<file path="config.mk">
export PLATFORM = sky130hd
export DESIGN_NAME = sccb_top
export DESIGN_NICKNAME = d
export VERILOG_FILES = /design/src/common/sccb_pkg.sv /design/src/i2c_phy/i2c_master_phy.sv /design/src/sccb_master/sccb_master.sv /design/src/verilog/sccb_top.sv
export SDC_FILE = /design/constraint.sdc
export NUM_CORES = 1
export LEC_CHECK = 0
export BUFFER_PORTS_ARGS = -buffer_cell sky130_fd_sc_hd__buf_2
export CORE_ASPECT_RATIO = 1.25
export CORE_MARGIN = 3
export CORE_UTILIZATION = 39
export DETAILED_ROUTE_END_ITERATION = 8
export PLACE_DENSITY_LB_ADDON = 0.1
export SETUP_SLACK_MARGIN = 0.1
export SLEW_MARGIN = 0
export SYNTH_ARGS = -nofsm -noshare
export SYNTH_HDL_FRONTEND = slang
export SYNTH_SLANG_ARGS = --single-unit
</file>
<file path="constraint.sdc">
create_clock -name clk_i -period 5 [get_ports clk_i]
set_clock_uncertainty 0.2 [all_clocks]
set_input_delay 0.25 -clock clk_i [delete_from_list [all_inputs] [get_ports clk_i]]
set_output_delay 0.25 -clock clk_i [all_outputs]
set_load 0.02 [all_outputs]
</file>
<file path="src/common/sccb_pkg.sv">
`default_nettype none

package sccb_pkg;

  // Bit-level commands understood by the PHY
  typedef enum logic [2 : 0] {
    NOP,
    START,
    STOP,
    WRITE,
    READ
  } phy_cmd_t;

  localparam int CLK_FREQ = 10_000_000;
  localparam int SCL_FREQ = 400_000;

  // One SCL period is split into four equal quarters
  localparam int SCL_QUARTER   = CLK_FREQ / ( 4 * SCL_FREQ );
  localparam int SCL_QUARTER_W = $clog2( SCL_QUARTER );

  localparam logic [SCL_QUARTER_W - 1 : 0] QUARTER_LAST = SCL_QUARTER_W'( SCL_QUARTER - 1 );

  localparam logic [1 : 0] RESP_OKAY   = 2'b00;
  localparam logic [1 : 0] RESP_SLVERR = 2'b10;

  localparam int AXI_ADDR_W = 16;
  localparam int AXI_DATA_W = 32;

endpackage

`default_nettype wire

</file>
<file path="src/i2c_phy/i2c_master_phy.sv">
`timescale 1ns/100ps
`default_nettype none

module i2c_master_phy (
  input  wire                clk_i,
  input  wire                srst_i,
  input  var sccb_pkg::phy_cmd_t cmd_i,
  input  wire                data_i,
  output logic               data_o,
  output logic               cmd_done_o,
  input  wire                sda_i,
  output logic               sda_o,
  output logic               sda_oe_o,
  input  wire                scl_i,
  output logic               scl_o,
  output logic               scl_oe_o
);

logic [sccb_pkg::SCL_QUARTER_W - 1 : 0] quarter_cnt;
logic [1 : 0]                           phase;
logic                                   quarter_end;
logic                                   active;
logic [1 : 0]                           sda_sync;
logic [1 : 0]                           scl_sync;
logic                                   sda_oe_next;
logic                                   scl_oe_next;
logic                                   sample_en;

assign active      = cmd_i != sccb_pkg::NOP;
assign quarter_end = quarter_cnt == sccb_pkg::QUARTER_LAST;

// Open-drain pads only ever pull low
assign sda_o = 1'b0;
assign scl_o = 1'b0;

// Counters sit at zero while idle so a new command starts on a clean quarter
always_ff @( posedge clk_i, posedge srst_i )
  if( srst_i )
    begin
      quarter_cnt <= '0;
      phase       <= '0;
    end
  else
    if( !active )
      begin
        quarter_cnt <= '0;
        phase       <= '0;
      end
    else
      if( quarter_end )
        begin
          quarter_cnt <= '0;
          phase       <= phase + 2'd1;
        end
      else
        quarter_cnt <= quarter_cnt + 1'b1;

// Last clock of the fourth quarter
assign cmd_done_o = active && ( phase == 2'd3 ) && quarter_end;

// SCL is high during quarters 1 and 2 of a data bit
always_comb
  begin
    sda_oe_next = 1'b0;
    scl_oe_next = 1'b0;
    case( cmd_i )
      sccb_pkg::START:
        begin
          sda_oe_next = phase[1];
          scl_oe_next = phase == 2'd3;
        end
      sccb_pkg::STOP:
        begin
          sda_oe_next = !phase[1];
          scl_oe_next = phase == 2'd0;
        end
      sccb_pkg::WRITE:
        begin
          sda_oe_next = !data_i;
          scl_oe_next = ( phase == 2'd0 ) || ( phase == 2'd3 );
        end
      sccb_pkg::READ:
        begin
          sda_oe_next = 1'b0;
          scl_oe_next = ( phase == 2'd0 ) || ( phase == 2'd3 );
        end
      default:
        begin
          sda_oe_next = 1'b0;
          scl_oe_next = 1'b0;
        end
    endcase
  end

// Registered pad enables keep both lines free of decode glitches
always_ff @( posedge clk_i, posedge srst_i )
  if( srst_i )
    begin
      sda_oe_o <= 1'b0;
      scl_oe_o <= 1'b0;
    end
  else
    begin
      sda_oe_o <= sda_oe_next;
      scl_oe_o <= scl_oe_next;
    end

always_ff @( posedge clk_i, posedge srst_i )
  if( srst_i )
    begin
      sda_sync <= 2'b11;
      scl_sync <= 2'b11;
    end
  else
    begin
      sda_sync <= { sda_sync[0], sda_i };
      scl_sync <= { scl_sync[0], scl_i };
    end

// Sample point is the middle of the SCL high time
assign sample_en = ( cmd_i == sccb_pkg::READ ) && ( phase == 2'd1 ) && quarter_end;

// A bus whose SCL never went high reads back as a released line
always_ff @( posedge clk_i, posedge srst_i )
  if( srst_i )
    data_o <= 1'b1;
  else
    if( sample_en )
      data_o <= scl_sync[1] ? sda_sync[1] : 1'b1;

endmodule

`default_nettype wire

</file>
<file path="src/sccb_master/sccb_master.sv">
`timescale 1ns/100ps
`default_nettype none

module sccb_master (
  input  wire                                  clk_i,
  input  wire                                  srst_i,
  input  wire                                  s_awvalid_i,
  output logic                                 s_awready_o,
  input  wire  [sccb_pkg::AXI_ADDR_W - 1 : 0]  s_awaddr_i,
  input  wire                                  s_wvalid_i,
  output logic                                 s_wready_o,
  input  wire  [sccb_pkg::AXI_DATA_W - 1 : 0]  s_wdata_i,
  output logic                                 s_bvalid_o,
  input  wire                                  s_bready_i,
  output logic [1 : 0]                         s_bresp_o,
  input  wire                                  s_arvalid_i,
  output logic                                 s_arready_o,
  input  wire  [sccb_pkg::AXI_ADDR_W - 1 : 0]  s_araddr_i,
  output logic                                 s_rvalid_o,
  input  wire                                  s_rready_i,
  output logic [sccb_pkg::AXI_DATA_W - 1 : 0]  s_rdata_o,
  output logic [1 : 0]                         s_rresp_o,
  input  wire  [6 : 0]                         slave_addr_i,
  output sccb_pkg::phy_cmd_t                   phy_cmd_o,
  output logic                                 tx_bit_o,
  input  wire                                  rx_bit_i,
  input  wire                                  cmd_done_i
);

typedef enum logic [3 : 0] {
  IDLE_S,
  START_0_S,
  SLAVE_ADDR_0_S,
  ACK_0_S,
  SUB_ADDR_MSB_S,
  ACK_1_S,
  SUB_ADDR_LSB_S,
  ACK_2_S,
  START_1_S,
  SLAVE_ADDR_1_S,
  ACK_3_S,
  WR_DATA_S,
  RD_DATA_S,
  NACK_S,
  STOP_S
} state_t;

state_t        state;
state_t        next_state;

logic          wr_req;
logic          rd_req;
logic          accept;
logic          is_read;
logic          err_flag;
logic          byte_end;
logic          to_idle;
logic          ack_phase;
logic          tx_phase;
logic          byte_phase;
logic [15 : 0] sub_addr;
logic [7 : 0]  wr_byte;
logic [7 : 0]  shift_tx;
logic [7 : 0]  shift_rx;
logic [2 : 0]  bit_cnt;

// A write needs both address and data beats in the same cycle
assign wr_req = s_awvalid_i && s_wvalid_i;
assign rd_req = s_arvalid_i && !wr_req;
assign accept = ( state == IDLE_S ) && ( wr_req || rd_req );

assign s_awready_o = state == IDLE_S;
assign s_wready_o  = state == IDLE_S;
assign s_arready_o = state == IDLE_S;

assign ack_phase  = ( state == ACK_0_S ) || ( state == ACK_1_S ) ||
                    ( state == ACK_2_S ) || ( state == ACK_3_S );
assign tx_phase   = ( state == SLAVE_ADDR_0_S ) || ( state == SUB_ADDR_MSB_S ) ||
                    ( state == SUB_ADDR_LSB_S ) || ( state == SLAVE_ADDR_1_S ) ||
                    ( state == WR_DATA_S );
assign byte_phase = tx_phase || ( state == RD_DATA_S );
assign byte_end   = cmd_done_i && ( bit_cnt == 3'd7 );
assign to_idle    = ( state != IDLE_S ) && ( next_state == IDLE_S );

always_ff @( posedge clk_i, posedge srst_i )
  if( srst_i )
    state <= IDLE_S;
  else
    state <= next_state;

// Any ACK phase that sees the line released goes straight to STOP
always_comb
  begin
    next_state = state;
    case( state )
      IDLE_S:         if( wr_req || rd_req ) next_state = START_0_S;
      START_0_S:      if( cmd_done_i )       next_state = SLAVE_ADDR_0_S;
      SLAVE_ADDR_0_S: if( byte_end )         next_state = ACK_0_S;
      ACK_0_S:        if( cmd_done_i )       next_state = rx_bit_i ? STOP_S : SUB_ADDR_MSB_S;
      SUB_ADDR_MSB_S: if( byte_end )         next_state = ACK_1_S;
      ACK_1_S:        if( cmd_done_i )       next_state = rx_bit_i ? STOP_S : SUB_ADDR_LSB_S;
      SUB_ADDR_LSB_S: if( byte_end )         next_state = ACK_2_S;
      ACK_2_S:
        begin
          if( cmd_done_i )
            if( rx_bit_i )
              next_state = STOP_S;
            else
              next_state = is_read ? START_1_S : WR_DATA_S;
        end
      START_1_S:      if( cmd_done_i )       next_state = SLAVE_ADDR_1_S;
      SLAVE_ADDR_1_S: if( byte_end )         next_state = ACK_3_S;
      ACK_3_S:        if( cmd_done_i )       next_state = rx_bit_i ? STOP_S : RD_DATA_S;
      WR_DATA_S:      if( byte_end )         next_state = NACK_S;
      RD_DATA_S:      if( byte_end )         next_state = NACK_S;
      NACK_S:         if( cmd_done_i )       next_state = STOP_S;
      STOP_S:         if( cmd_done_i )       next_state = IDLE_S;
      default:                               next_state = IDLE_S;
    endcase
  end

always_ff @( posedge clk_i, posedge srst_i )
  if( srst_i )
    begin
      is_read  <= 1'b0;
      err_flag <= 1'b0;
    end
  else
    if( accept )
      begin
        is_read  <= rd_req;
        err_flag <= 1'b0;
      end
    else
      if( ack_phase && cmd_done_i && rx_bit_i )
        err_flag <= 1'b1;

always_ff @( posedge clk_i )
  if( accept )
    begin
      sub_addr <= wr_req ? s_awaddr_i[15 : 0] : s_araddr_i[15 : 0];
      if( wr_req )
        wr_byte <= s_wdata_i[7 : 0];
    end

// Bytes always end on a wrap, so each phase starts from zero
always_ff @( posedge clk_i, posedge srst_i )
  if( srst_i )
    bit_cnt <= '0;
  else
    if( byte_phase && cmd_done_i )
      bit_cnt <= bit_cnt + 3'd1;

always_ff @( posedge clk_i )
  if( next_state != state )
    case( next_state )
      SLAVE_ADDR_0_S: shift_tx <= { slave_addr_i, 1'b0 };
      SLAVE_ADDR_1_S: shift_tx <= { slave_addr_i, 1'b1 };
      SUB_ADDR_MSB_S: shift_tx <= sub_addr[15 : 8];
      SUB_ADDR_LSB_S: shift_tx <= sub_addr[7 : 0];
      WR_DATA_S:      shift_tx <= wr_byte;
      NACK_S:         shift_tx <= 8'h80;
      default:        shift_tx <= shift_tx;
    endcase
  else
    if( tx_phase && cmd_done_i )
      shift_tx <= { shift_tx[6 : 0], 1'b0 };

assign tx_bit_o = shift_tx[7];

always_ff @( posedge clk_i )
  if( ( state == RD_DATA_S ) && cmd_done_i )
    shift_rx <= { shift_rx[6 : 0], rx_bit_i };

always_ff @( posedge clk_i, posedge srst_i )
  if( srst_i )
    phy_cmd_o <= sccb_pkg::NOP;
  else
    case( next_state )
      START_0_S,
      START_1_S:      phy_cmd_o <= sccb_pkg::START;
      SLAVE_ADDR_0_S,
      SUB_ADDR_MSB_S,
      SUB_ADDR_LSB_S,
      SLAVE_ADDR_1_S,
      WR_DATA_S,
      NACK_S:         phy_cmd_o <= sccb_pkg::WRITE;
      ACK_0_S,
      ACK_1_S,
      ACK_2_S,
      ACK_3_S,
      RD_DATA_S:      phy_cmd_o <= sccb_pkg::READ;
      STOP_S:         phy_cmd_o <= sccb_pkg::STOP;
      default:        phy_cmd_o <= sccb_pkg::NOP;
    endcase

// Completion wins over a ready seen in the same cycle
always_ff @( posedge clk_i, posedge srst_i )
  if( srst_i )
    begin
      s_bvalid_o <= 1'b0;
      s_rvalid_o <= 1'b0;
    end
  else
    begin
      if( to_idle && !is_read )
        s_bvalid_o <= 1'b1;
      else
        if( s_bready_i )
          s_bvalid_o <= 1'b0;

      if( to_idle && is_read )
        s_rvalid_o <= 1'b1;
      else
        if( s_rready_i )
          s_rvalid_o <= 1'b0;
    end

always_ff @( posedge clk_i )
  if( to_idle )
    begin
      if( is_read )
        begin
          s_rresp_o <= err_flag ? sccb_pkg::RESP_SLVERR : sccb_pkg::RESP_OKAY;
          s_rdata_o <= err_flag ? '0 : { {( sccb_pkg::AXI_DATA_W - 8 ){1'b0}}, shift_rx };
        end
      else
        s_bresp_o <= err_flag ? sccb_pkg::RESP_SLVERR : sccb_pkg::RESP_OKAY;
    end

endmodule

`default_nettype wire

</file>
<file path="src/verilog/sccb_top.sv">
`timescale 1ns/100ps
`default_nettype none

module sccb_top (
  input  wire                                  clk_i,
  input  wire                                  srst_i,
  input  wire                                  s_awvalid_i,
  output logic                                 s_awready_o,
  input  wire  [sccb_pkg::AXI_ADDR_W - 1 : 0]  s_awaddr_i,
  input  wire                                  s_wvalid_i,
  output logic                                 s_wready_o,
  input  wire  [sccb_pkg::AXI_DATA_W - 1 : 0]  s_wdata_i,
  output logic                                 s_bvalid_o,
  input  wire                                  s_bready_i,
  output logic [1 : 0]                         s_bresp_o,
  input  wire                                  s_arvalid_i,
  output logic                                 s_arready_o,
  input  wire  [sccb_pkg::AXI_ADDR_W - 1 : 0]  s_araddr_i,
  output logic                                 s_rvalid_o,
  input  wire                                  s_rready_i,
  output logic [sccb_pkg::AXI_DATA_W - 1 : 0]  s_rdata_o,
  output logic [1 : 0]                         s_rresp_o,
  input  wire  [6 : 0]                         slave_addr_i,
  input  wire                                  sda_i,
  output logic                                 sda_o,
  output logic                                 sda_oe_o,
  input  wire                                  scl_i,
  output logic                                 scl_o,
  output logic                                 scl_oe_o
);

sccb_pkg::phy_cmd_t phy_cmd;
logic               tx_bit;
logic               rx_bit;
logic               cmd_done;

sccb_master sccb_master0 (
  .clk_i        ( clk_i        ),
  .srst_i       ( srst_i       ),
  .s_awvalid_i  ( s_awvalid_i  ),
  .s_awready_o  ( s_awready_o  ),
  .s_awaddr_i   ( s_awaddr_i   ),
  .s_wvalid_i   ( s_wvalid_i   ),
  .s_wready_o   ( s_wready_o   ),
  .s_wdata_i    ( s_wdata_i    ),
  .s_bvalid_o   ( s_bvalid_o   ),
  .s_bready_i   ( s_bready_i   ),
  .s_bresp_o    ( s_bresp_o    ),
  .s_arvalid_i  ( s_arvalid_i  ),
  .s_arready_o  ( s_arready_o  ),
  .s_araddr_i   ( s_araddr_i   ),
  .s_rvalid_o   ( s_rvalid_o   ),
  .s_rready_i   ( s_rready_i   ),
  .s_rdata_o    ( s_rdata_o    ),
  .s_rresp_o    ( s_rresp_o    ),
  .slave_addr_i ( slave_addr_i ),
  .phy_cmd_o    ( phy_cmd      ),
  .tx_bit_o     ( tx_bit       ),
  .rx_bit_i     ( rx_bit       ),
  .cmd_done_i   ( cmd_done     )
);

i2c_master_phy i2c_master_phy0 (
  .clk_i        ( clk_i        ),
  .srst_i       ( srst_i       ),
  .cmd_i        ( phy_cmd      ),
  .data_i       ( tx_bit       ),
  .data_o       ( rx_bit       ),
  .cmd_done_o   ( cmd_done     ),
  .sda_i        ( sda_i        ),
  .sda_o        ( sda_o        ),
  .sda_oe_o     ( sda_oe_o     ),
  .scl_i        ( scl_i        ),
  .scl_o        ( scl_o        ),
  .scl_oe_o     ( scl_oe_o     )
);

endmodule

`default_nettype wire

</file>
# Yosys cells after proc, flatten, opt, wreduce, memory -nomap -nowiden

Memories as Yosys holds them, arrays and structs flattened. A register that Yosys moved wholly into a read port is not among the register bits.
Index checks and enable logic that the tools add are counted.

Equal/unequal tests: 31
Add/subtract/negate cells: 3
Reductions and logical operators: 45
Muxes and demuxes: 38
Bitwise logic cells: 1

Operator list:

| operator              | count |
|---|---|
| $mux W4               | 17 |
| $pmux W4 S14          | 1 |
| $pmux W8 S6           | 1 |
| $eq A4 B4 Y1 const B  | 10 |
| $eq A4 B3 Y1 const B  | 6 |
| $logic_and A1 B1 Y1   | 16 |
| $mux W16              | 1 |
| $mux W8               | 2 |
| $eq A4 B2 Y1 const B  | 3 |
| $logic_or A1 B1 Y1    | 10 |
| $mux W2               | 5 |
| $eq A3 B3 Y1 const B  | 3 |
| $logic_not A4 Y1      | 2 |
| $reduce_and A2 Y1     | 4 |
| $reduce_bool A2 Y1    | 4 |
| $mux W1               | 7 |
| $ne A7 B7 Y1 const B  | 1 |
| $add A3 B1 Y3 const B | 2 |
| $eq A3 B2 Y1 const B  | 2 |
| $mux W3               | 2 |
| $pmux W1 S3           | 2 |
| $eq A4 B1 Y1 const B  | 1 |
| $logic_not A1 Y1      | 4 |
| $ne A4 B4 Y1          | 1 |
| other kinds (10)      | 11 |

Bits of input ports: 80
Output and inout port bits: 45
Bits in registers: 99
Memories: 1
Logic and storage cells: 140
ROM bits: 48

Memories:

| memory          | words | width | rd ports | clocked after memory_dff | write ports | RTL line           | text |
|---|---|---|---|---|---|---|---|
| (no name shown) | 16    | 3     | 1        | 1                        | 0           | sccb_master.sv:179 | `case( next_state )` |

# Logic depth before layout (Yosys ltp)

Word-level depth: 10
Gate-level depth with buffers: 12
Depth with buffers taken out: 12

# Modules after synthesis

Synthesis repeated with hierarchy kept, for this count alone.

Cells, all modules: 349
Area total of the unflattened synthesis: 4066.4 um^2

Modules (own cells, without submodules):

| module         | sequential area each (um^2) | cells each | times used | area an instance (um^2) |
|---|---|---|---|---|
| sccb_master    | 1851.8                      | 300        | 1          | 3488.3 |
| i2c_master_phy | 306.5                       | 49         | 1          | 578.1 |

# Least setup slack after synthesis

Ideal clock, no wire load.

Path type: register -> register
Start: register sccb_master0.state[0]
End: register sccb_master0.shift_tx[7], data pin
Path slack: 1.256 ns
Clock period less this slack: 3.744 ns
Cell stages (with the launch flop): 12
Buffers on the path: 1
Setup time: 0.154 ns
Data required time: 4.646 ns
Arrival time: 3.390 ns
Cell sequence: dfrtp_1 buf_6 or4_4 nor2_4 a31o_2 a2bb2oi_1 inv_1 ha_1 or4_1 o22ai_1 o211ai_1 a41oi_2

Longest elaborated chain between the ends: 6
Elaborated cells between the ends (all ways): 40
Classes of those cells: 21 x eq/ne; 17 x mux; 2 x reduce/logical

RTL lines:

| what                                       | RTL line           | text |
|---|---|---|
| from (decl)                                | sccb_master.sv:48  | `state_t state;` |
| from (signal assigned)                     | sccb_master.sv:89  | `state <= next_state;` |
| $eq A4 B4 Y1                               | sccb_master.sv:95  | `case( state )` |
| $reduce_or A2 Y1 (no source line)          | -                  |  |
| $pmux W4 S14 *                             | sccb_master.sv:95  |  |
| named net sccb_master0.next_state[0]       | sccb_master.sv:49  | `state_t next_state;` |
| $eq A4 B4 Y1, or another cell as far along | sccb_master.sv:156 | `case( next_state )` |
| $pmux W8 S6                                | sccb_master.sv:156 |  |
| $mux W8 *                                  | sccb_master.sv:155 | `if( next_state != state )` |
| to (signal assigned)                       | sccb_master.sv:157 | `SLAVE_ADDR_0_S: shift_tx <= { slave_addr_i, 1'b0 };` |
| to (signal assigned)                       | sccb_master.sv:158 | `SLAVE_ADDR_1_S: shift_tx <= { slave_addr_i, 1'b1 };` |
| to (signal assigned)                       | sccb_master.sv:159 | `SUB_ADDR_MSB_S: shift_tx <= sub_addr[15 : 8];` |
| to (decl)                                  | sccb_master.sv:63  | `logic [7 : 0] shift_tx;` |

Mark *: on every way through the listed nets, which the timed path passes. The rest lies on a longest branch.
A chain may end at the register's enable or synchronous reset.

# Worst setup path after layout

Start: register i2c_master_phy0.phase[1]
End: register sccb_master0.shift_tx[7], data pin

Longest elaborated chain between the ends: 9
Elaborated cells between the ends (all ways): 27
Classes of those cells: 8 x eq/ne; 16 x mux; 3 x reduce/logical

RTL lines:

| what                                       | RTL line             | text |
|---|---|---|
| from (decl)                                | i2c_master_phy.sv:20 | `logic [1 : 0] phase;` |
| from (signal assigned)                     | i2c_master_phy.sv:53 | `phase <= phase + 2'd1;` |
| $eq A2 B2 Y1 *                             | i2c_master_phy.sv:59 | `assign cmd_done_o = active && ( phase == 2'd3 ) && quarter_end;` |
| $logic_and A1 B1 Y1 * (2 in a row)         | i2c_master_phy.sv:59 |  |
| $logic_and A1 B1 Y1                        | sccb_master.sv:82    | `assign byte_end = cmd_done_i && ( bit_cnt == 3'd7 );` |
| $mux W4 (on tied branches)                 | -                    |  |
| $pmux W4 S14 *                             | sccb_master.sv:95    |  |
| named net sccb_master0.next_state[0]       | sccb_master.sv:49    |  |
| $eq A4 B4 Y1, or another cell as far along | sccb_master.sv:156   |  |
| $pmux W8 S6                                | sccb_master.sv:156   |  |
| $mux W8 *                                  | sccb_master.sv:155   |  |

Marked as above.

==> summary.md <==
| Metric | Value |
|---|---|
| Status | complete, no violations |
| Final core occ | 0.487 |
| GRT Util Overall | 0.141 |
| Slowest stage cell, crit path | or4_1 |
| Syn avg cell area | 11.4 um^2 |
| Cell Area, Synth | 4050 um^2 |
| CP peak stage delay | 0.56 ns |
| Largest net degree at the start of global routing | 27 |
| Gpl congestion | 0.840 |
| Yosys warning count | 0 |
| Top cell type's share of synthesized area | 0.371 |
| Critical path class | flop to flop |
| CTS tree | done |
| Area grow syn2layout | 18.6% |
| Ys flop type | edfxtp_1 |
| Startpoint Class | flop |
| Buffers on Ports | 72 |
| Fmax achieved | 254 MHz |
| Detailed-placement wirelength estimate | 5.92 mm |
| Yosys cell types | 59 |
| Postcts setup bufs | 0 |
| RSZ-0062 raised after global routing | false |
| Commonest non-fill, non-tap cells in the layout | buf_2 (72), edfxtp_1 (50), nor2_1 (34) |
| Vias post-DR | 2802 |
| CTS resizes | 0 |
| CP Capture Type | flop |
| Synthesis-stage register bit count | 76 |
| Starting Density | 0.411 |
| GR Overflow Total | 0 |
| Register area | 2160 um^2 |
| Drt wl/cell | 14.2 um |
| Via density per instance | 4.95 |
| Fill cells | 906 |
| Num CTS Buffers | 9 |
| Static Leakage | 2.00 nW |
| Die area | 11700 um^2 |
| Class of the worst hold path | primary input to flop |
| Initial antenna violation count | 0 |
| Io pins | 125 |
| CTS Buffer Depth | 2 |
| Share of cells above drive strength 1 | 0.286 |
| Worst r2r src | i2c_master_phy0.phase[1]$_DFFE_PP0P_ |
| Most common cell after layout, fill and taps aside | buf_2 |
| Max-Cap Viols | 0 |
| Worst reg2reg path depth | 12 |
| Worst endpoint data arrival time | 3.91 ns |
| Post-layout min period | 3.93 ns |
| Routed WL | 8.04 mm |
| Reg2Reg Capture Point | sccb_master0.shift_tx[7]$_DFFE_PP_ |
| Vias in the first global route | 2664 |
| Die H | 120 um |
| Site row count | 40 |
| Hold path endpoint | sccb_master0.sub_addr[6]$_DFFE_PP_ |
| Final nets | 525 |
| Worst Path Required | 4.98 ns |
| Cell mode on critical path | ha_1 |
| Power, Total | 1.86 mW |
| Die W | 97.2 um |
| Synth area leaders | edfxtp_1 (37%), dfrtp_1 (13%), buf_4 (5.7%) |
| CTS root buffer | clkbuf_16 |
| Reg2Reg Setup Slack | 1.07 ns |
| Clock transition at path regs | 0.06 ns |
| EDFF count, synth | 50 |
| Final hold viol count | 0 |
| Antenna viol nets, final | 0 |
| Slew @ Worst Pin | 0.981 ns |
| Final Slew Violations | 0 |
| Hold Crit Depth | 2 |
| First-pass GRT wire length | 13.3 mm |
| Hold_sp | s_araddr_i[6] |
| Mapped Cells | 354 |
| Cell taking the most area after synthesis | edfxtp_1 |
| Fraction of registers with async set/reset | 0.342 |
| Core area | 9860 um^2 |
| Worst vdd ir | 0.000236 V |
| H-Tree Depth | 3 |
| CTS sink count | 76 |
| CP cell instances | ha_1 > nand4b_1 > nor2_4 > a31o_2 > a2bb2oi_1 > buf_4 > inv_1 > ha_1 > or4_1 > o22ai_1 > o211ai_1 > a41oi_2 |
| Fin crit share | 0.787 |
| Drt pass-1 iters | 4 |
| Area of the multi-input gates | 1590 um^2 |
| Post-route DRC violation count | 0 |
| Clk_lat worst skew | 0.33 ns |
| DRT iter0 DRCs | 247 |
| Pwr dens | 387 nW/um^2 |
| Setup TNS | 0 ns |
| Seq/Total Area, Yosys | 0.533 |
| Antenna fix cells | 0 |
| Final setup fails | 0 |
| Max_slew headroom | 0.345 |
| CP max FO | 11 |
metal layers:
| metal | share of wire | up-vias | GRT usage |
|---|---|---|---|
| li1 | - | 1405 | - |
| met1 | 0.44 | 1302 | 0.181 |
| met2 | 0.49 | 86 | 0.229 |
| met3 | 0.058 | 9 | 0.0390 |
| met4 | 0.017 | 0 | 0.0509 |
| met5 | 0 | - | 0 |
what timing repair did:
item                                    CTS  global route
endpoints found under the setup margin    0             0
endpoints found under the hold margin    34             0
hold buffers                             14             0
cells in the mapped netlist, types with 2 or more instances:
cell,n
buf_6,4
a32oi_1,6
a31o_2,2
dfstp_2,5
buf_2,7
buf_4,31
nor3_1,5
nand2b_1,3
nor2b_1,10
ha_1,10
a2bb2oi_1,2
mux2_2,18
a21oi_1,12
dfrtp_1,21
and3_1,3
and2_1,2
o21ai_0,16
a31oi_1,9
nor2_1,34
inv_1,18
xnor2_1,2
a22o_1,6
nand2_1,18
nand3b_1,2
nor2_4,2
o22ai_1,7
edfxtp_1,50
a22oi_1,2
mux2i_1,4
clkbuf_1,6
o211ai_1,8
or3_1,2
critical path: cells and delay by family, from the launching register on:
family,cells,cell delay [ns]
AO/OA/AOI/OAI,5,1.24
AND/OR/NAND/NOR,3,1.14
adder cells (fa/ha/maj),2,0.56
flip-flops,1,0.39
buffers and inverters,2,0.23
where the power goes:
part / internal, mW / switching, mW / leakage [nW]
clock network: 0.386 / 0.246 / 0.140
logic: 0.161 / 0.252 / 1.08
registers: 0.751 / 0.0618 / 0.781
final cells by class:
cell class,instances,area share
Clock buffer,10,0.0477
Multi-Input combinational cell,238,0.330
Timing Repair Buffer,91,0.112
Clock inverter,6,0.0133
Tap cell,126,0.0328
Sequential cell,76,0.449
Inverter,19,0.0148
worst max-delay path by stage:
| stage | from | endpoint | slack, ns |
|---|---|---|---|
| CTS | i2c_master_phy0.phase[1]$_DFFE_PP0P_ | sccb_master0.shift_tx[7]$_DFFE_PP_ | 1.08 |
| finish | i2c_master_phy0.phase[1]$_DFFE_PP0P_ | sccb_master0.shift_tx[7]$_DFFE_PP_ | 1.07 |
| global route | i2c_master_phy0.phase[1]$_DFFE_PP0P_ | sccb_master0.shift_tx[7]$_DFFE_PP_ | 0.75 |
| detailed placement | sccb_master0.state[1]$_DFF_PP0_ | sccb_master0.shift_tx[7]$_DFFE_PP_ | 1.11 |
| global placement | sccb_master0.state[1]$_DFF_PP0_ | sccb_master0.shift_tx[7]$_DFFE_PP_ | 1.10 |
| floorplan | sccb_master0.state[0]$_DFF_PP0_ | sccb_master0.shift_tx[7]$_DFFE_PP_ | 1.26 |
cell families after synthesis:
group	after synthesis	share of synthesized area
xor+xnor	2	0.00433
mux	22	0.0599
buf+inv	67	0.100
flops	76	0.533
simple gates	89	0.112
compound gates	86	0.156
fa+ha+maj	11	0.0337
other cells	1	0.000926
through the flow:
stage	cells	instance area [um^2]	hold slack, ns	worst slack [ns]
floorplan	381	4150	0.0545	1.26
global placement	536	4370	0.146	1.10
detailed placement	536	4370	0.147	1.11
CTS	566	4800	0.00456	1.08
global route	566	4800	0.0112	0.749
finish	566	4800	0.0168	1.07
sequential cells by signal (all words and copies together), names as in the netlist, 2 cells and up:
register / count
i2c_master_phy0.phase: 2
i2c_master_phy0.quarter_cnt: 3
i2c_master_phy0.scl_sync: 2
i2c_master_phy0.sda_sync: 2
sccb_master0.bit_cnt: 3
sccb_master0.phy_cmd_o: 3
sccb_master0.s_rdata_o: 8
sccb_master0.shift_rx: 8
sccb_master0.shift_tx: 8
sccb_master0.state: 4
sccb_master0.sub_addr: 16
sccb_master0.wr_byte: 8
Note: power is estimated with default switching activity, not from simulation.
